## src/lpf_config.svh

```systemverilog
// ---------------------------------------------------------------------------
// Build-time sizes for the MIDI-controlled low-pass filter voice.
// Included by the package and by every module that needs a width or a depth.
// ---------------------------------------------------------------------------
`ifndef LPF_CONFIG_SVH
`define LPF_CONFIG_SVH

// Datapath widths, samples and coefficients are Q2.16
`define LPF_SAMPLE_W    18
`define LPF_ACC_W       48
`define LPF_FRAC_BITS   16

// Biquad taps and input queue size
`define LPF_NUM_COEFS   5
`define LPF_FIFO_DEPTH  4

// MIDI channel of this voice, CC 20..23 map to coefficients 1..4
`define LPF_MIDI_CHANNEL 0
`define LPF_CC_BASE     20

`endif

```

## src/synth_lpf_pkg.sv

```systemverilog
// ---------------------------------------------------------------------------
// Shared types of the filter voice: MIDI messages, coefficient bank,
// MAC request and engine FSM states. Imported by all filter modules.
// ---------------------------------------------------------------------------
`include "lpf_config.svh"

package synth_lpf_pkg;

    // MIDI status nibble
    typedef enum logic [3:0] {
        note_off         = 4'h8,
        note_on          = 4'h9,
        poly_pressure    = 4'ha,
        control_change   = 4'hb,
        program_change   = 4'hc,
        channel_pressure = 4'hd,
        pitch_bend       = 4'he,
        system_msg       = 4'hf
    } midi_cmd_e;

    // One decoded MIDI event, 22 bits
    typedef struct packed {
        midi_cmd_e  cmd;
        logic [3:0] channel;
        logic [6:0] data0;
        logic [6:0] data1;
    } midi_msg_t;

    // Q2.16 sample or coefficient
    typedef logic signed [`LPF_SAMPLE_W-1:0] sample_t;

    // Coefficients c0..c4, c0 in the lowest slot
    typedef sample_t [`LPF_NUM_COEFS-1:0] coef_bank_t;

    // MAC operation, clear loads the product
    typedef enum logic {
        mac_clear = 1'b0,
        mac_acc   = 1'b1
    } mac_op_e;

    // Request from engine to MAC, 38 bits
    typedef struct packed {
        logic    valid;
        mac_op_e op;
        sample_t a;
        sample_t b;
    } mac_req_t;

    // Biquad engine FSM
    typedef enum logic [1:0] {
        st_idle,
        st_taps,
        st_drain,
        st_done
    } lpf_state_e;

endpackage

```

## src/lpf_coef_ctrl.sv

```systemverilog
// ---------------------------------------------------------------------------
// Turns control-change messages on this voice's channel into the five
// biquad coefficients. The bank updates the cycle after the MIDI strobe.
// ---------------------------------------------------------------------------
`timescale 1ns/1ps
`include "lpf_config.svh"

module lpf_coef_ctrl (
    input  logic                      clk,
    input  logic                      reset,
    input  logic                      midi_rdy,
    input  synth_lpf_pkg::midi_msg_t  midi_msg,
    output synth_lpf_pkg::coef_bank_t coefs
);
    import synth_lpf_pkg::*;

    // Reset bank: 1.0, -1/16, +1/16, -1/16, +1/16
    localparam sample_t COEF_ONE     = 18'h10000;
    localparam sample_t COEF_NEG_16  = 18'h3f000;
    localparam sample_t COEF_POS_16  = 18'h01000;

    logic       cc_hit;
    logic [6:0] cc_offset;
    logic [2:0] cc_idx;
    logic signed [7:0] cc_val;
    sample_t    cc_coef;
    coef_bank_t bank_q;

    // ------------------------------------------------------------------------
    // Event filter
    // ------------------------------------------------------------------------
    // CC on our channel with a mapped controller number only
    assign cc_hit = midi_rdy
                 && (midi_msg.cmd == control_change)
                 && (midi_msg.channel == 4'(`LPF_MIDI_CHANNEL))
                 && (midi_msg.data0 >= 7'(`LPF_CC_BASE))
                 && (midi_msg.data0 <= 7'(`LPF_CC_BASE + 3));

    // CC base selects coefficient 1
    assign cc_offset = midi_msg.data0 - 7'(`LPF_CC_BASE);
    assign cc_idx    = cc_offset[2:0] + 3'd1;

    // Centre the 7-bit value around 64
    assign cc_val = $signed({1'b0, midi_msg.data1}) - 8'sd64;

    // Shift left by 10, sign carried in the top bits
    assign cc_coef = {cc_val, {(`LPF_SAMPLE_W - 8){1'b0}}};

    // ------------------------------------------------------------------------
    // Coefficient bank
    // ------------------------------------------------------------------------
    always_ff @(posedge clk or posedge reset) begin
        if (reset) begin
            bank_q[0] <= COEF_ONE;
            bank_q[1] <= COEF_NEG_16;
            bank_q[2] <= COEF_POS_16;
            bank_q[3] <= COEF_NEG_16;
            bank_q[4] <= COEF_POS_16;
        end else if (cc_hit) begin
            // Slot 0 is never addressed, idx runs 1..4
            bank_q[cc_idx] <= cc_coef;
        end
    end

    assign coefs = bank_q;

    // Gain term c0 stays at unity for the whole run
    a_c0_fixed: assert property (@(posedge clk) disable iff (reset)
        $stable(bank_q[0]));

endmodule

```

## src/lpf_sample_fifo.sv

```systemverilog
// ---------------------------------------------------------------------------
// Small circular queue for input samples. Writes on the input strobe,
// drops the sample when full and latches a sticky overrun flag.
// ---------------------------------------------------------------------------
`timescale 1ns/1ps
`include "lpf_config.svh"

module lpf_sample_fifo (
    input  logic                   clk,
    input  logic                   reset,
    input  logic                   sample_in_rdy,
    input  synth_lpf_pkg::sample_t sample_in,
    input  logic                   pop,
    output logic                   not_empty,
    output synth_lpf_pkg::sample_t head_sample,
    output logic                   fifo_overrun
);
    import synth_lpf_pkg::*;

    localparam int DEPTH = `LPF_FIFO_DEPTH;
    localparam int PTR_W = $clog2(DEPTH);
    localparam int CNT_W = $clog2(DEPTH + 1);

    sample_t          mem [DEPTH];
    logic [PTR_W-1:0] wr_ptr;
    logic [PTR_W-1:0] rd_ptr;
    logic [CNT_W-1:0] count;
    logic             full;
    logic             push;

    assign full      = (count == CNT_W'(DEPTH));
    assign not_empty = (count != '0);
    // A pop in the same cycle frees the slot even when full
    assign push      = sample_in_rdy && (!full || pop);
    // Head is read straight out of storage
    assign head_sample = mem[rd_ptr];

    // Storage
    always_ff @(posedge clk) begin
        if (push) begin
            mem[wr_ptr] <= sample_in;
        end
    end

    // ------------------------------------------------------------------------
    // Pointers, count and overrun
    // ------------------------------------------------------------------------
    always_ff @(posedge clk or posedge reset) begin
        if (reset) begin
            wr_ptr       <= '0;
            rd_ptr       <= '0;
            count        <= '0;
            fifo_overrun <= 1'b0;
        end else begin
            if (push) begin
                wr_ptr <= (wr_ptr == PTR_W'(DEPTH - 1)) ? '0 : wr_ptr + 1'b1;
            end
            if (pop) begin
                rd_ptr <= (rd_ptr == PTR_W'(DEPTH - 1)) ? '0 : rd_ptr + 1'b1;
            end
            case ({push, pop})
                2'b10:   count <= count + 1'b1;
                2'b01:   count <= count - 1'b1;
                default: count <= count;
            endcase
            // Sticky until reset
            if (sample_in_rdy && !push) begin
                fifo_overrun <= 1'b1;
            end
        end
    end

    // Engine only pops what is there
    a_no_pop_empty: assert property (@(posedge clk) disable iff (reset)
        pop |-> not_empty);

endmodule

```

## src/lpf_mac_unit.sv

```systemverilog
// ---------------------------------------------------------------------------
// Two-stage signed multiply-accumulate standing in for a DSP slice.
// Result and overflow flag appear two cycles after the request.
// ---------------------------------------------------------------------------
`timescale 1ns/1ps
`include "lpf_config.svh"

module lpf_mac_unit (
    input  logic                          clk,
    input  logic                          reset,
    input  synth_lpf_pkg::mac_req_t       req,
    output logic signed [`LPF_ACC_W-1:0]  result,
    output logic                          ovf
);
    import synth_lpf_pkg::*;

    localparam int ACC_W  = `LPF_ACC_W;
    localparam int PROD_W = 2 * `LPF_SAMPLE_W;
    // Bits at and above 2.0 in the Q.32 product scale
    localparam int RANGE_LSB = 2 * `LPF_FRAC_BITS + 1;

    logic signed [PROD_W-1:0] prod_c;
    logic signed [PROD_W-1:0] s1_prod;
    logic                     s1_prod_ovf;
    logic                     s1_valid;
    mac_op_e                  s1_op;
    logic signed [ACC_W-1:0]  prod_ext;
    logic signed [ACC_W-1:0]  acc_next;
    logic signed [ACC_W-1:0]  acc_q;
    logic [ACC_W-RANGE_LSB-1:0] acc_top;
    logic                     acc_ovf;
    logic                     ovf_q;

    assign prod_c = $signed(req.a) * $signed(req.b);

    // Stage 1 multiplier register
    always_ff @(posedge clk) begin
        s1_prod     <= prod_c;
        // Top two bits differ only when the product reaches +4.0
        s1_prod_ovf <= prod_c[PROD_W-1] ^ prod_c[PROD_W-2];
    end

    always_ff @(posedge clk or posedge reset) begin
        if (reset) begin
            s1_valid <= 1'b0;
            s1_op    <= mac_clear;
        end else begin
            s1_valid <= req.valid;
            s1_op    <= req.op;
        end
    end

    // Stage 2 adder input and range check
    always_comb begin
        prod_ext = {{(ACC_W - PROD_W){s1_prod[PROD_W-1]}}, s1_prod};
        acc_next = (s1_op == mac_clear) ? prod_ext : acc_q + prod_ext;
        acc_top  = acc_next[ACC_W-1:RANGE_LSB];
        // Out of +-2.0 unless the upper bits are all equal
        acc_ovf  = !((&acc_top) || !(|acc_top));
    end

    always_ff @(posedge clk) begin
        if (s1_valid) begin
            acc_q <= acc_next;
        end
    end

    // Overflow collects over one clear..acc sequence
    always_ff @(posedge clk or posedge reset) begin
        if (reset) begin
            ovf_q <= 1'b0;
        end else if (s1_valid) begin
            ovf_q <= ((s1_op == mac_acc) && ovf_q) | s1_prod_ovf | acc_ovf;
        end
    end

    assign result = acc_q;
    assign ovf    = ovf_q;

endmodule

```

## src/lpf_biquad_engine.sv

```systemverilog
// ---------------------------------------------------------------------------
// Direct-form-I biquad engine. Pops one sample, runs five taps through the
// shared MAC, saturates the sum and strobes it out eight cycles after pop.
// ---------------------------------------------------------------------------
`timescale 1ns/1ps
`include "lpf_config.svh"

module lpf_biquad_engine (
    input  logic                      clk,
    input  logic                      reset,
    input  logic                      not_empty,
    input  synth_lpf_pkg::sample_t    head_sample,
    input  synth_lpf_pkg::coef_bank_t coefs,
    output logic                      pop,
    output logic                      sample_out_rdy,
    output synth_lpf_pkg::sample_t    sample_out,
    output logic                      err_overflow
);
    import synth_lpf_pkg::*;

    localparam int SAMPLE_W = `LPF_SAMPLE_W;
    localparam int ACC_W    = `LPF_ACC_W;
    localparam int FRAC     = `LPF_FRAC_BITS;
    localparam int NUM      = `LPF_NUM_COEFS;
    localparam int TAP_W    = $clog2(NUM);
    // Result bits kept after the Q.32 to Q2.16 shift
    localparam int OUT_MSB  = FRAC + SAMPLE_W - 1;

    localparam sample_t SAT_MAX = {1'b0, {(SAMPLE_W - 1){1'b1}}};
    localparam sample_t SAT_MIN = {1'b1, {(SAMPLE_W - 1){1'b0}}};

    lpf_state_e state_q;
    logic [TAP_W-1:0] tap_q;
    sample_t    x_q;
    coef_bank_t coef_q;
    // Filter history, saturated values
    sample_t    x1_q;
    sample_t    x2_q;
    sample_t    y1_q;
    sample_t    y2_q;

    mac_req_t   mac_req;
    logic signed [ACC_W-1:0] mac_result;
    logic       mac_ovf;
    logic [ACC_W-OUT_MSB-1:0] res_top;
    logic       sat_hit;
    sample_t    y_sat;

    lpf_mac_unit mac_i (
        .clk    (clk       ),
        .reset  (reset     ),
        .req    (mac_req   ),
        .result (mac_result),
        .ovf    (mac_ovf   )
    );

    // Pop and snapshot happen in the same idle cycle
    assign pop = (state_q == st_idle) && not_empty;

    // ------------------------------------------------------------------------
    // Tap sequencing, one MAC request per cycle in st_taps
    // ------------------------------------------------------------------------
    always_comb begin
        mac_req.valid = (state_q == st_taps);
        mac_req.op    = (tap_q == '0) ? mac_clear : mac_acc;
        mac_req.a     = coef_q[tap_q];
        case (tap_q)
            3'd0:    mac_req.b = x_q;
            3'd1:    mac_req.b = x1_q;
            3'd2:    mac_req.b = x2_q;
            3'd3:    mac_req.b = y1_q;
            default: mac_req.b = y2_q;
        endcase
    end

    // Saturate the truncated sum to 18 bits
    always_comb begin
        res_top = mac_result[ACC_W-1:OUT_MSB];
        sat_hit = !((&res_top) || !(|res_top));
        if (!sat_hit) begin
            y_sat = mac_result[OUT_MSB:FRAC];
        end else if (mac_result[ACC_W-1]) begin
            y_sat = SAT_MIN;
        end else begin
            y_sat = SAT_MAX;
        end
    end

    // ------------------------------------------------------------------------
    // FSM, history and output strobe
    // ------------------------------------------------------------------------
    always_ff @(posedge clk or posedge reset) begin
        if (reset) begin
            state_q        <= st_idle;
            tap_q          <= '0;
            x1_q           <= '0;
            x2_q           <= '0;
            y1_q           <= '0;
            y2_q           <= '0;
            sample_out_rdy <= 1'b0;
            err_overflow   <= 1'b0;
        end else begin
            sample_out_rdy <= 1'b0;
            case (state_q)
                st_idle: begin
                    if (not_empty) begin
                        tap_q   <= '0;
                        state_q <= st_taps;
                    end
                end
                st_taps: begin
                    tap_q <= tap_q + 1'b1;
                    if (tap_q == TAP_W'(NUM - 1)) begin
                        state_q <= st_drain;
                    end
                end
                // MAC pipeline still holds the last tap
                st_drain: state_q <= st_done;
                st_done: begin
                    x2_q           <= x1_q;
                    x1_q           <= x_q;
                    y2_q           <= y1_q;
                    y1_q           <= y_sat;
                    err_overflow   <= sat_hit | mac_ovf;
                    sample_out_rdy <= 1'b1;
                    state_q        <= st_idle;
                end
                default: state_q <= st_idle;
            endcase
        end
    end

    // Snapshot at pop, output held until the next result
    always_ff @(posedge clk) begin
        if (pop) begin
            x_q    <= head_sample;
            coef_q <= coefs;
        end
        if (state_q == st_done) begin
            sample_out <= y_sat;
        end
    end

    a_rdy_pulse: assert property (@(posedge clk) disable iff (reset)
        sample_out_rdy |=> !sample_out_rdy);

endmodule

```

## src/synth_lpf_top.sv

```systemverilog
// ---------------------------------------------------------------------------
// Filter voice top level. MIDI CC sets coefficients, samples queue in the
// FIFO and the biquad engine emits one filtered sample per pop.
// ---------------------------------------------------------------------------
`timescale 1ns/1ps

module synth_lpf_top (
    input  logic                      clk,
    input  logic                      reset,
    input  logic                      midi_rdy,
    input  synth_lpf_pkg::midi_msg_t  midi_msg,
    input  logic                      sample_in_rdy,
    input  synth_lpf_pkg::sample_t    sample_in,
    output logic                      sample_out_rdy,
    output synth_lpf_pkg::sample_t    sample_out,
    output logic                      err_overflow,
    output logic                      fifo_overrun
);
    import synth_lpf_pkg::*;

    coef_bank_t coefs;
    logic       pop;
    logic       not_empty;
    sample_t    head_sample;

    // Producer, MIDI to coefficient bank
    lpf_coef_ctrl coef_ctrl_i (
        .clk      (clk     ),
        .reset    (reset   ),
        .midi_rdy (midi_rdy),
        .midi_msg (midi_msg),
        .coefs    (coefs   )
    );

    // Input sample queue
    lpf_sample_fifo sample_fifo_i (
        .clk           (clk          ),
        .reset         (reset        ),
        .sample_in_rdy (sample_in_rdy),
        .sample_in     (sample_in    ),
        .pop           (pop          ),
        .not_empty     (not_empty    ),
        .head_sample   (head_sample  ),
        .fifo_overrun  (fifo_overrun )
    );

    // Consumer, biquad on the MAC
    lpf_biquad_engine biquad_engine_i (
        .clk            (clk           ),
        .reset          (reset         ),
        .not_empty      (not_empty     ),
        .head_sample    (head_sample   ),
        .coefs          (coefs         ),
        .pop            (pop           ),
        .sample_out_rdy (sample_out_rdy),
        .sample_out     (sample_out    ),
        .err_overflow   (err_overflow  )
    );

endmodule

```

## config.mk

```make
export PLATFORM = sky130hd
export DESIGN_NAME = synth_lpf_top
export DESIGN_NICKNAME = d
export VERILOG_FILES = /design/src/synth_lpf_pkg.sv /design/src/lpf_coef_ctrl.sv /design/src/lpf_sample_fifo.sv /design/src/lpf_mac_unit.sv /design/src/lpf_biquad_engine.sv /design/src/synth_lpf_top.sv
export VERILOG_INCLUDE_DIRS = /design/src
export SDC_FILE = /design/constraint.sdc
export NUM_CORES = 1
export LEC_CHECK = 0
export ABC_AREA = 0
export BUFFER_PORTS_ARGS = -buffer_cell sky130_fd_sc_hd__buf_2
export CAP_MARGIN = 20
export CORE_UTILIZATION = 55
export DETAILED_ROUTE_END_ITERATION = 16
export GPL_TIMING_DRIVEN = 0
export PLACE_DENSITY = 0.73
export SKIP_CTS_REPAIR_TIMING = 1
export SLEW_MARGIN = 20
export SYNTH_ARGS = -nofsm -noshare
export SYNTH_HDL_FRONTEND = slang
export SYNTH_SLANG_ARGS = --single-unit
```

## constraint.sdc

```tcl
create_clock -name clk -period 9.9 [get_ports clk]
set_input_delay 1.98 -clock clk [delete_from_list [all_inputs] [get_ports clk]]
set_output_delay 1.98 -clock clk [all_outputs]
set_load 0.05 [all_outputs]
```

# Word level (Yosys, flattened, before mapping)
# Memory sizes are Yosys's and may differ from the RTL's. A register that Yosys moved wholly into a read port is not among the register bits.
# Index checks and enable logic that the tools add are counted.
totals:
  register_bits: 373
  latch_bits: 0
  ram_bits: 72
  mem_bits_ro: 0
  out_inout_bits: 21
  mem_count: 1
memory_table:
  columns: ["memory", "words", "width", "rd", "rd_ports_with_merged_regs", "wr", "line_no", "rtl"]
  rows:
  - ["sample_fifo_i.mem", 4, 18, 1, 1, 1, "lpf_sample_fifo.sv:24", "sample_t mem [DEPTH];"]
classes:
  n_addsub: 9
  n_mul: 1
  div_mod_pow: 0
  n_lt_le_gt_ge: 5
  n_eq_ne: 15
  n_shift: 0
  n_mux: 21
  bitwise: 4
  reduce_logical: 30
ops:
  columns: ["cell", "count"]
  rows:
  - ["bitwise mux 90 bit", 1]
  - ["2-to-1 mux 18 bit", 4]
  - ["case mux 18 bit (4 select lines)", 1]
  - ["binary-select mux 18 bit (select 3 bit)", 1]
  - ["demux 18 bit (select 3 bit)", 1]
  - ["adder 48 x 36 -> 48 bit", 1]
  - ["2-to-1 mux 48 bit", 1]
  - ["multiplier 18 x 18 -> 36 bit", 1]
  - ["AND reduction 15 bit", 2]
  - ["OR reduction 15 bit", 2]
  - ["case mux 3 bit (2 select lines)", 2]
  - ["== test 2 bit, second input constant", 5]
  - ["adder 3 x 1 -> 3 bit, second input constant", 3]
  - ["logical AND 1 bit", 9]
  - ["< comparator 3 x 4 -> 1 bit, second input constant", 2]
  - ["2-to-1 mux 2 bit", 4]
  - ["case mux 2 bit (4 select lines)", 1]
  - ["subtractor 7 x 7 -> 8 bit, second input constant", 1]
  - [">= comparator 7 x 5 -> 1 bit, second input constant", 1]
  - ["<= comparator 7 x 5 -> 1 bit, second input constant", 1]
  - ["== test 3 x 2 -> 1 bit, second input constant", 2]
  - ["== test 3 bit, second input constant", 2]
  - ["zero test 1 bit", 6]
  - ["adder 2 x 1 -> 2 bit, second input constant", 2]
  - ["other kinds (18)", 29]

# Logic depth before layout (Yosys ltp)
# Gate-level depths: netlist (run 1).
depth:
  ltp_word: 7
  mapped_depth: 33

# Modules after synthesis
# From an unflattened synthesis (run 1), not the netlist that was laid out.
unflattened:
  hier_cells: 2853
  hier_area_um2: 31836.8
modules_own_cells:
  columns: ["mod", "instances", "cells_each", "area_per_inst_um2"]
  rows:
  - ["lpf_mac_unit", 1, 1984, 18123.6]
  - ["lpf_biquad_engine", 1, 566, 8475.6]
  - ["lpf_sample_fifo", 1, 148, 3171.8]
  - ["lpf_coef_ctrl", 1, 155, 2065.7]

# Least setup slack after synthesis (run 1)
# No wires, ideal clock.
synth_timing:
  path_type: "register to register"
  start: "register biquad_engine_i.tap_q[0]"
  end: "register biquad_engine_i.mac_i.s1_prod_ovf"
  arrival_time_ns: 7.990
  slack_ns: 1.783
  stages_incl_launch_ff: 27
  period_less_slack_ns: 8.117
  path_cell_list: "dfrtp_1 -> clkbuf_1 -> inv_1 -> ha_1 -> nor2b_1 -> clkbuf_1 -> nor4_1 -> buf_2 -> mux2i_1 -> or2_2 -> fa_1 -> inv_1 -> fa_1 -> fa_1 -> fa_1 -> fa_1 -> inv_1 -> fa_1 -> inv_1 -> ha_1 -> or2_2 -> a21oi_1 -> a31oi_1 -> a311o_1 -> a31oi_1 -> xnor2_1 -> xor2_1"
synth_via:
  elab_chain_len: 4
  word_cells_on_any_way: 9
  cone_classes: "mul (1); eq/ne (3); mux (3); bitwise (1); reduce/logical (1)"
synth_rtl:
  columns: ["element", "line_no", "rtl"]
  rows:
  - ["start: declaration", "lpf_biquad_engine.sv:33", "logic [TAP_W-1:0] tap_q;"]
  - ["start signal: assignment", "lpf_biquad_engine.sv:112", "tap_q <= tap_q + 1'b1;"]
  - ["binary-select mux 18 bit (select 3 bit) (tied with other cells)", "lpf_biquad_engine.sv:66", "mac_req.a = coef_q[tap_q];"]
  - ["2-to-1 mux 18 bit (implied by the code) / case mux 18 bit (4 select lines) (equally long branches)", "lpf_biquad_engine.sv:66, lpf_biquad_engine.sv:67", null]
  - ["multiplier 18 x 18 -> 36 bit *", "lpf_mac_unit.sv:34", "assign prod_c = $signed(req.a) * $signed(req.b);"]
  - ["net biquad_engine_i.mac_i.prod_c[35]", "lpf_mac_unit.sv:22", "logic signed [PROD_W-1:0] prod_c;"]
  - ["XOR 1 bit *", "lpf_mac_unit.sv:40", "s1_prod_ovf <= prod_c[PROD_W-1] ^ prod_c[PROD_W-2];"]
  - ["end signal: assignment", "lpf_mac_unit.sv:40", null]
  - ["end: declaration", "lpf_mac_unit.sv:24", "logic s1_prod_ovf;"]
# Mark *: on every way through the listed nets, which the timed path passes. The rest lies on a longest branch. The select of a mux whose other input is x is not followed.
# A chain may end at the register's enable or synchronous reset.

# Worst setup path after layout (run 1)
# Ends and elaborated chain as after synthesis.

==> flow_summary.yaml, run 1 <==
global_route:
  overflow: 0
  met3_usage_pct: 3.263
  grt_util_all_layers_pct: 25.17
  grt_antenna_before_repair: 0
  globalRouteMet1Util_pct: 33.03
  grt_pass1_vias: 15721
  busiest_layer: "met2"
  grt_pass1_wl_um: 82150
  grt_max_degree: 102
  use_met2_pct: 42.94
job:
  drv_cap: 0
sta:
  period_needed_ns: 9.421
  fmax_ghz: 0.1061
  setup_viol_count_final: 0
  tightest_slew_ns: 1.041
  hold_violations: 0
  period_share_pct: 95.16
  maxSlewViolCount: 0
  max_slew_margin_pct: 28.61
  skew_ns: 0.02080
detailed_routing:
  dr.pass1.iters: 5
  viasPerCell: 5.747
  dr_total_vias: 15058
  routed_wl_um: 51330
  drc: 0
  wl_per_cell_um: 19.59
  ant_nets: 0
  drt_iter0_drc: 846
min_path:
  min_path_type: "flop to flop"
  min_path_cells: 0
  hold-path-endpoint: "biquad_engine_i.coef_q[86]"
  min-delay-start: "coef_ctrl_i.coefs[86]"
clock_network:
  insertion_delay_ns: 0.57
  numCtsBuffers: 36
  cts_buffer_depth: 3
  cts-root-buf: "clkbuf_16"
  htree_levels: 2
  cts_tree: "yes"
  clock-sinks: 343
  path_clk_slew_ns: 0.06
synth:
  synth_warnings: 0
  synthFlopType: "edfxtp_1"
  synth-async-reset-ratio_pct: 36.73
  synth_area_um2: 22800
  ys_seq_elements: 343
  synth_top_family_by_area: "adder cells"
  synth_xor_area_share_pct: 2.305
  synth_seq_area_share_pct: 41.29
  synth_simple_gate_area_share_pct: 9.213
  yosys-mux-area-fraction_pct: 9.745
  synth_cells: 1952
  synth_compound_area_share_pct: 9.049
  syn_area_per_cell_um2: 11.68
  synth_edf_count: 190
  synth_cell_types: 91
  synth-adder-area-share_pct: 22.83
layout:
  syn_to_final_growth_pct: 10.12
  mostFrequentLayoutCells: "inv_1 (271), edfxtp_1 (190), fa_1 (179)"
  diodes: 0
  final_common_cell: "inv_1"
  final_cells: 2620
  nets: 2412
  drive_gt1_share_pct: 16.57
placed_design:
  dp.cells: 2553
  portBuffers: 64
  dp_hpwl_um: 39350
  place_congestion: 0.9392
floorplanning:
  placementRows: 74
  ios: 65
  core_um2: 40830
  die_h_um: 205.6
  initial_utilization_pct: 55.84
  die_width_um: 205.6
  dieArea_um2: 42280
critical_path:
  r2r_start: "biquad_engine_i.tap_q[0]"
  setup.worst_path.end_class: "flop"
  critPathRequiredTime_ns: 10.40
  r2r_setup_slack_ns: 0.48
  worstSetupStartpointType: "flop"
  r2r_end: "biquad_engine_i.mac_i.s1_prod_ovf"
  cp_data_arrival_time_ns: 9.92
  reg2reg_depth: 27
  crit_type: "flop to flop"
  critPathMaxFanout: 10
status:
  status: "finished clean"
[worst max-delay path: stages (launching register included)]
cell	delay, ns
dfrtp_1	0.38
clkbuf_1	0.44
inv_1	0.19
ha_1	0.23
nor2b_1	0.14
clkbuf_1	0.27
nor4_2	0.53
buf_2	0.44
mux2i_1	0.87
nor2_1	0.25
fa_1	0.75
inv_1	0.14
fa_1	0.54
inv_1	0.06
fa_1	0.51
fa_1	0.52
fa_1	0.55
inv_1	0.05
fa_1	0.53
inv_1	0.04
ha_1	0.36
a21oi_1	0.19
o21bai_1	0.10
a211o_1	0.33
a311o_1	0.29
a31oi_1	0.20
xnor2_1	0.25
xor2_1	0.20
[metrics by stage]
| stage | utilization (%) | worst slack, ns | setup TNS (ns) | hold WS [ns] | cell area (µm²) |
|---|---|---|---|---|---|
| global placement | 58.27 | 0.1414 | 0 | 0.4254 | 23790 |
| floorplan | - | 1.783 | 0 | 0.4194 | 22810 |
| finish | 61.49 | 0.4789 | 0 | 0.4399 | 25110 |
| detailed placement | 58.50 | -0.1026 | -0.1818 | 0.4278 | 23890 |
| CTS | 61.41 | -0.09624 | -0.1720 | 0.4410 | 25070 |
| global route | 61.49 | -0.02447 | -0.02447 | 0.4489 | 25110 |
[cell usage after synthesis, types with 9 or more instances]
library cell  count  area (µm²)
a21o_1           34       255.2
a21oi_1          58       290.3
a22oi_1          39       292.8
a31oi_1           9       56.30
and2_1           18       112.6
clkbuf_1         42       157.7
dfrtp_1         113        2828
dfstp_2          13       341.6
dfxtp_1          27       540.5
edfxtp_1        190        5705
fa_1            180        3603
ha_1            128        1602
inv_1           273        1025
mux2_2          132        1486
mux2i_1          33       330.3
mux4_2           18       405.4
nand2_1         118       442.9
nand2b_1         24       150.1
nand3_1          23       115.1
nand4_1          16       100.1
nor2_1          141       529.3
nor2b_1          16       100.1
nor3_1           14       70.07
o211ai_1         10       75.07
o21a_1           13       97.59
o21ai_0          34       170.2
or2_2            21       131.4
xnor2_1          47       411.6
xor2_1           13       113.9
[per-layer routing]
| metal | up-vias | wire length (µm) |
|---|---|---|
| met5 | - | 0 |
| met4 | 0 | 1682 |
| met3 | 100 | 2259 |
| met2 | 396 | 25300 |
| met1 | 7605 | 22080 |
| li1 | 6957 | - |
[kinds of logic (layout without fill, tap and decap cells)]
family / after synthesis / after routing
AOI/OAI and AO/OA: 288 / 288
xor gates and xnor gates: 60 / 60
adders and majority gates: 308 / 308
buffers and inverters: 332 / 467
DFF: 343 / 343
muxes: 183 / 183
other: 1 / 2
and+or+nand+nor: 437 / 437
[flip-flops by register name, indices dropped and copies added (netlist names), 3 cells and up]
signal                         count
biquad_engine_i.sample_out        18
biquad_engine_i.x_q               18
biquad_engine_i.y2_q              18
biquad_engine_i.x1_q              18
coef_ctrl_i.coefs                 36
biquad_engine_i.y1_q              18
biquad_engine_i.coef_q            36
sample_fifo_i.mem                 72
biquad_engine_i.mac_i.s1_prod     26
sample_fifo_i.count                3
biquad_engine_i.tap_q              3
biquad_engine_i.mac_i.result      46
biquad_engine_i.x2_q              18
[worst max path at each step]
stage | startpoint | endpoint | cells past startpoint
floorplan | biquad_engine_i.tap_q[0] | biquad_engine_i.mac_i.s1_prod_ovf | 26
global placement | biquad_engine_i.tap_q[2] | biquad_engine_i.mac_i.s1_prod_ovf | 24
detailed placement | biquad_engine_i.tap_q[2] | biquad_engine_i.mac_i.s1_prod_ovf | 24
CTS | biquad_engine_i.tap_q[2] | biquad_engine_i.mac_i.s1_prod_ovf | 24
global route | biquad_engine_i.tap_q[0] | biquad_engine_i.mac_i.s1_prod_ovf | 27
finish | biquad_engine_i.tap_q[0] | biquad_engine_i.mac_i.s1_prod_ovf | 27
[final cells by class]
cell class                      count  area (µm²)
Fill cell                        3236       15720
Multi-Input combinational cell   1278       12150
Clock inverter                     15       181.4
Sequential cell                   343        9417
Inverter                          274        1036
Tap cell                          532       665.6
Timing Repair Buffer               69       410.4
Buffer                             58       239.0
Clock buffer                       51        1007
Power of run 1 is not shown: default switching activity piles up to over one toggle a cycle in this logic, so the estimate is an artifact.
==> run 2, diff against run 1 <==
--- a/config.mk
+++ b/config.mk
@@ -12,7 +12,7 @@
 export CORE_UTILIZATION = 55
 export DETAILED_ROUTE_END_ITERATION = 16
 export GPL_TIMING_DRIVEN = 0
-export PLACE_DENSITY = 0.73
+export PLACE_DENSITY = 0.72
 export SKIP_CTS_REPAIR_TIMING = 1
 export SLEW_MARGIN = 20
 export SYNTH_ARGS = -nofsm -noshare
==> run 2 against run 1 <==
Register-to-register slack improved by 0.17 ns; sequential share of layout area rose by 0.13 points; critical path depth fell by 2; non-clock buffer count fell by 3; count of clock-buffer cells in the layout fell by 4; via count fell by 1.4%; largest cell class unchanged; highest routed layer unchanged.
==> flow_summary.yaml, run 2 (synthesized netlist as in run 1, its figures left out) <==
sta:
  hold_violations: 0
  max_slew_margin_pct: 27.47
  setup_tns_ns: 0
  period_share_pct: 93.47
  maxSlewViolCount: 0
  tightest_slew_ns: 1.058
  period_needed_ns: 9.253
  fmax_ghz: 0.1081
  rsz0062_at_grt: "no"
  skew_ns: 0.04390
  setup_viol_count_final: 0
clock_network:
  cts_tree: "yes"
  htree_levels: 2
  numCtsBuffers: 36
  path_clk_slew_ns: 0.06
  insertion_delay_ns: 0.57
  cts-root-buf: "clkbuf_16"
  cts_buffer_depth: 3
  clock-sinks: 343
floorplanning:
  die_h_um: 205.6
  dieArea_um2: 42280
  die_width_um: 205.6
  core_um2: 40830
  placementRows: 74
  initial_utilization_pct: 55.84
  ios: 65
detailed_routing:
  dr.pass1.iters: 5
  dr_total_vias: 14844
  viasPerCell: 5.674
  routed_wl_um: 50770
  wl_per_cell_um: 19.41
  drt_iter0_drc: 789
  drc: 0
  ant_nets: 0
critical_path:
  setup.worst_path.end_class: "flop"
  reg2reg_depth: 25
  worstSetupStartpointType: "flop"
  r2r_end: "biquad_engine_i.mac_i.s1_prod_ovf"
  critPathMaxFanout: 10
  critPathRequiredTime_ns: 10.31
  crit_type: "flop to flop"
  r2r_start: "biquad_engine_i.tap_q[0]"
  cp_data_arrival_time_ns: 9.67
  r2r_setup_slack_ns: 0.65
placed_design:
  dp_hpwl_um: 39160
  dp.cells: 2551
  place_congestion: 0.9112
  portBuffers: 64
global_route:
  overflow: 0
  grt_pass1_wl_um: 81550
  grt_util_all_layers_pct: 25.06
  grt_pass1_vias: 15249
  grt_antenna_before_repair: 1
  grt_max_degree: 80
layout:
  final_cells: 2616
  mostFrequentLayoutCells: "inv_1 (271), edfxtp_1 (190), fa_1 (180)"
  final_common_cell: "inv_1"
  post-route-util_pct: 61.30
  syn_to_final_growth_pct: 9.778
  largest_reg_flops: 72
  drive_gt1_share_pct: 16.46
  nets: 2409
  regMostFlops: "sample_fifo_i.mem"
  diodes: 0
min_path:
  hold-path-endpoint: "biquad_engine_i.coef_q[85]"
  min-delay-start: "coef_ctrl_i.coefs[85]"
  min_path_cells: 0
  min_path_type: "flop to flop"
job:
  drv_cap: 0
status:
  status: "finished clean"
run 2: cell count changes in the layout (fill, tap and decap cells not counted), moves of 2 or more:
cell	delta
clkbuf_8	-3
clkinv_2	+4
buf_4	-2
clkinv_1	-2
inv_4	+2
inv_8	-2
run 2: critical path, stage by stage, from the launching register on:
cell and delay (ns):
dfrtp_1 0.38, clkbuf_1 0.44, inv_1 0.19, ha_1 0.23, nor2b_1 0.12, clkbuf_1 0.23
nor4_2 0.45, buf_2 0.38, mux2i_1 0.91, nor2_1 0.15, fa_1 0.59, fa_1 0.94
fa_1 0.52, fa_1 0.48, fa_1 0.56, inv_1 0.06, fa_1 0.52, inv_1 0.04
ha_1 0.35, a21oi_1 0.21, o21bai_1 0.12, a211o_1 0.32, a311o_1 0.28, a31oi_1 0.20
xnor2_1 0.30, xor2_1 0.13
run 2: cell type report:
class | count | area [µm²]
fill | 3243 | 15800
multi-input combinational | 1278 | 12150
tap | 532 | 665.6
clock buffer | 47 | 962.2
inverter | 274 | 1033
timing repair buffer | 66 | 367.9
clock inverter | 18 | 196.4
sequential | 343 | 9419
buffer | 58 | 239.0
run 2: metrics by stage:
stage | cell area, µm² | hold slack (ns) | worst slack (ns)
2_1_floorplan | 22810 | 0.4194 | 1.783
3_3_place_gp | 23790 | 0.4260 | 0.3277
3_5_place_dp | 23850 | 0.4295 | 0.2283
4_1_cts | 25010 | 0.4426 | 0.2030
5_1_grt | 25030 | 0.4586 | 0.1023
6_report | 25030 | 0.4389 | 0.6469
run 2: worst max path at each step:
stage | startpoint | to | slack [ns]
after floorplan | biquad_engine_i.tap_q[0] | biquad_engine_i.mac_i.s1_prod_ovf | 1.78
after global placement | biquad_engine_i.tap_q[2] | biquad_engine_i.mac_i.s1_prod_ovf | 0.33
after detailed placement | biquad_engine_i.tap_q[2] | biquad_engine_i.mac_i.s1_prod_ovf | 0.23
after CTS | biquad_engine_i.tap_q[2] | biquad_engine_i.mac_i.s1_prod_ovf | 0.20
after global routing | biquad_engine_i.tap_q[0] | biquad_engine_i.mac_i.s1_prod_ovf | 0.10
final | biquad_engine_i.tap_q[0] | biquad_engine_i.mac_i.s1_prod_ovf | 0.65
run 2: per-layer routing:
layer | vias to the layer above | GRT usage, % | wire length (µm)
li1 | 6959 | - | -
met1 | 7445 | 34.52 | 22600
met2 | 374 | 41.53 | 24610
met3 | 66 | 3.136 | 2366
met4 | 0 | 7.593 | 1188
met5 | - | 0 | 0
Power of run 2 is left out for the same reason.
==> run 3, diff against run 2 <==
--- a/config.mk
+++ b/config.mk
@@ -7,7 +7,7 @@
 export NUM_CORES = 1
 export LEC_CHECK = 0
 export ABC_AREA = 0
-export BUFFER_PORTS_ARGS = -buffer_cell sky130_fd_sc_hd__buf_2
+export BUFFER_PORTS_ARGS = -buffer_cell sky130_fd_sc_hd__buf_4
 export CAP_MARGIN = 20
 export CORE_UTILIZATION = 55
 export DETAILED_ROUTE_END_ITERATION = 16
==> run 3 against run 2 <==
First-iteration DRC count up 8.0%; sequential share of layout area decreased by 0.47 points; global-route usage is 0.083 points higher; via count up 0.64%; critical path type unchanged; critical endpoint unchanged; highest routed layer unchanged.
==> flow_summary.yaml, run 3 (synthesized netlist as in run 1, its figures left out) <==
sta:
  period_share_pct: 96.23
  maxSlewViolCount: 0
  max_slew_margin_pct: 23.43
  setup_tns_ns: 0
  fmax_ghz: 0.1050
  hold_violations: 0
  rsz0062_at_grt: "no"
  setup_viol_count_final: 0
  period_needed_ns: 9.527
  setup_slack_ns: 0.3729
  skew_ns: 0.03223
  tightest_slew_ns: 1.117
floorplanning:
  dieArea_um2: 42280
  die_h_um: 205.6
  placementRows: 74
  initial_utilization_pct: 55.84
  die_width_um: 205.6
  ios: 65
  core_um2: 40830
detailed_routing:
  routed_wl_um: 50950
  ant_nets: 0
  drc: 0
  wl_per_cell_um: 19.44
  dr_total_vias: 14939
  dr.pass1.iters: 5
  drt_iter0_drc: 852
  viasPerCell: 5.700
global_route:
  grt_max_degree: 81
  grt_antenna_before_repair: 1
  overflow: 0
  grt_pass1_vias: 15465
  grt_util_all_layers_pct: 25.14
  grt_pass1_wl_um: 81920
placed_design:
  portBuffers: 64
  dp.cells: 2551
  preCtsSetupSlack_ns: 0.1732
  dp_hpwl_um: 39370
  place_congestion: 0.9058
critical_path:
  critPathRequiredTime_ns: 10.32
  slowest_stage: "mux2i_1"
  cpMostUsedCell: "fa_1"
  path_delay_family: "adder cells"
  slowest_delay_ns: 0.96
  critPathMaxFanout: 10
  crit_type: "flop to flop"
  critPathBufInv: 8
  cp_data_arrival_time_ns: 9.95
  r2r_setup_slack_ns: 0.37
  worstSetupStartpointType: "flop"
  setup.worst_path.end_class: "flop"
clock_network:
  numCtsBuffers: 38
  cts_tree: "yes"
  clock-sinks: 343
  htree_levels: 2
  path_clk_slew_ns: 0.06
  cts-root-buf: "clkbuf_16"
  insertion_delay_ns: 0.57
  cts_buffer_depth: 3
layout:
  final_cells: 2621
  multi_input_area_um2: 12140
  mostFrequentLayoutCells: "inv_1 (271), edfxtp_1 (190), fa_1 (180)"
  seq_area_um2: 9419
  syn_to_final_growth_pct: 11.17
  fill_cells: 3177
  final_common_cell: "inv_1"
  drive_gt1_share_pct: 16.52
  diodes: 0
  largest_reg_flops: 72
  regMostFlops: "sample_fifo_i.mem"
  nets: 2411
job:
  drv_cap: 0
status:
  status: "finished clean"
min_path:
  min_path_type: "flop to flop"
==> run 3: cell types whose count changed in the layout (fill, tap and decap cells not counted), sizes merged <==
cell and delta:
inv -1, clkbuf +7, clkinv -4, bufinv +2, clkinvlp +1
==> run 3: area by class of cell <==
type                            instances  area share (%)
Sequential cell                       343           37.16
Multi-Input combinational cell       1278           47.89
Timing Repair Buffer                   66           2.083
Buffer                                 58          0.9428
Clock buffer                           54           4.230
Inverter                              274           4.077
Clock inverter                         16          0.9921
Tap cell                              532           2.626
==> run 3: metrics by stage <==
stage,hold slack (ns),util (%),instance area (µm²)
5_1_grt,0.4495,62.08,25350
3_3_place_gp,0.4249,58.66,23950
3_5_place_dp,0.4299,58.80,24010
6_report,0.4417,62.08,25350
2_1_floorplan,0.4194,-,22810
4_1_cts,0.4443,62.05,25330
==> run 3: final timing paths <==
kind	startpoint	to	cells after the start
max in group asynchronous	reset	biquad_engine_i.y1_q[9]	3
worst min-delay path	coef_ctrl_i.coefs[10]	biquad_engine_i.coef_q[10]	0
worst min register to register	coef_ctrl_i.coefs[10]	biquad_engine_i.coef_q[10]	0
min in group asynchronous	reset	sample_fifo_i.fifo_overrun	2
worst max register to register	biquad_engine_i.tap_q[0]	biquad_engine_i.mac_i.s1_prod_ovf	27
worst max-delay path	biquad_engine_i.tap_q[0]	biquad_engine_i.mac_i.s1_prod_ovf	27
==> run 3: metal layers <==
metal | vias to the layer above | part of all wire [%] | GRT usage, %
li1 | 6953 | - | -
met1 | 7492 | 44 | 33.96
met2 | 409 | 48 | 41.23
met3 | 85 | 5.2 | 3.595
met4 | 0 | 3.4 | 9.471
met5 | - | 0 | 0
Power of run 3 is left out for the same reason.
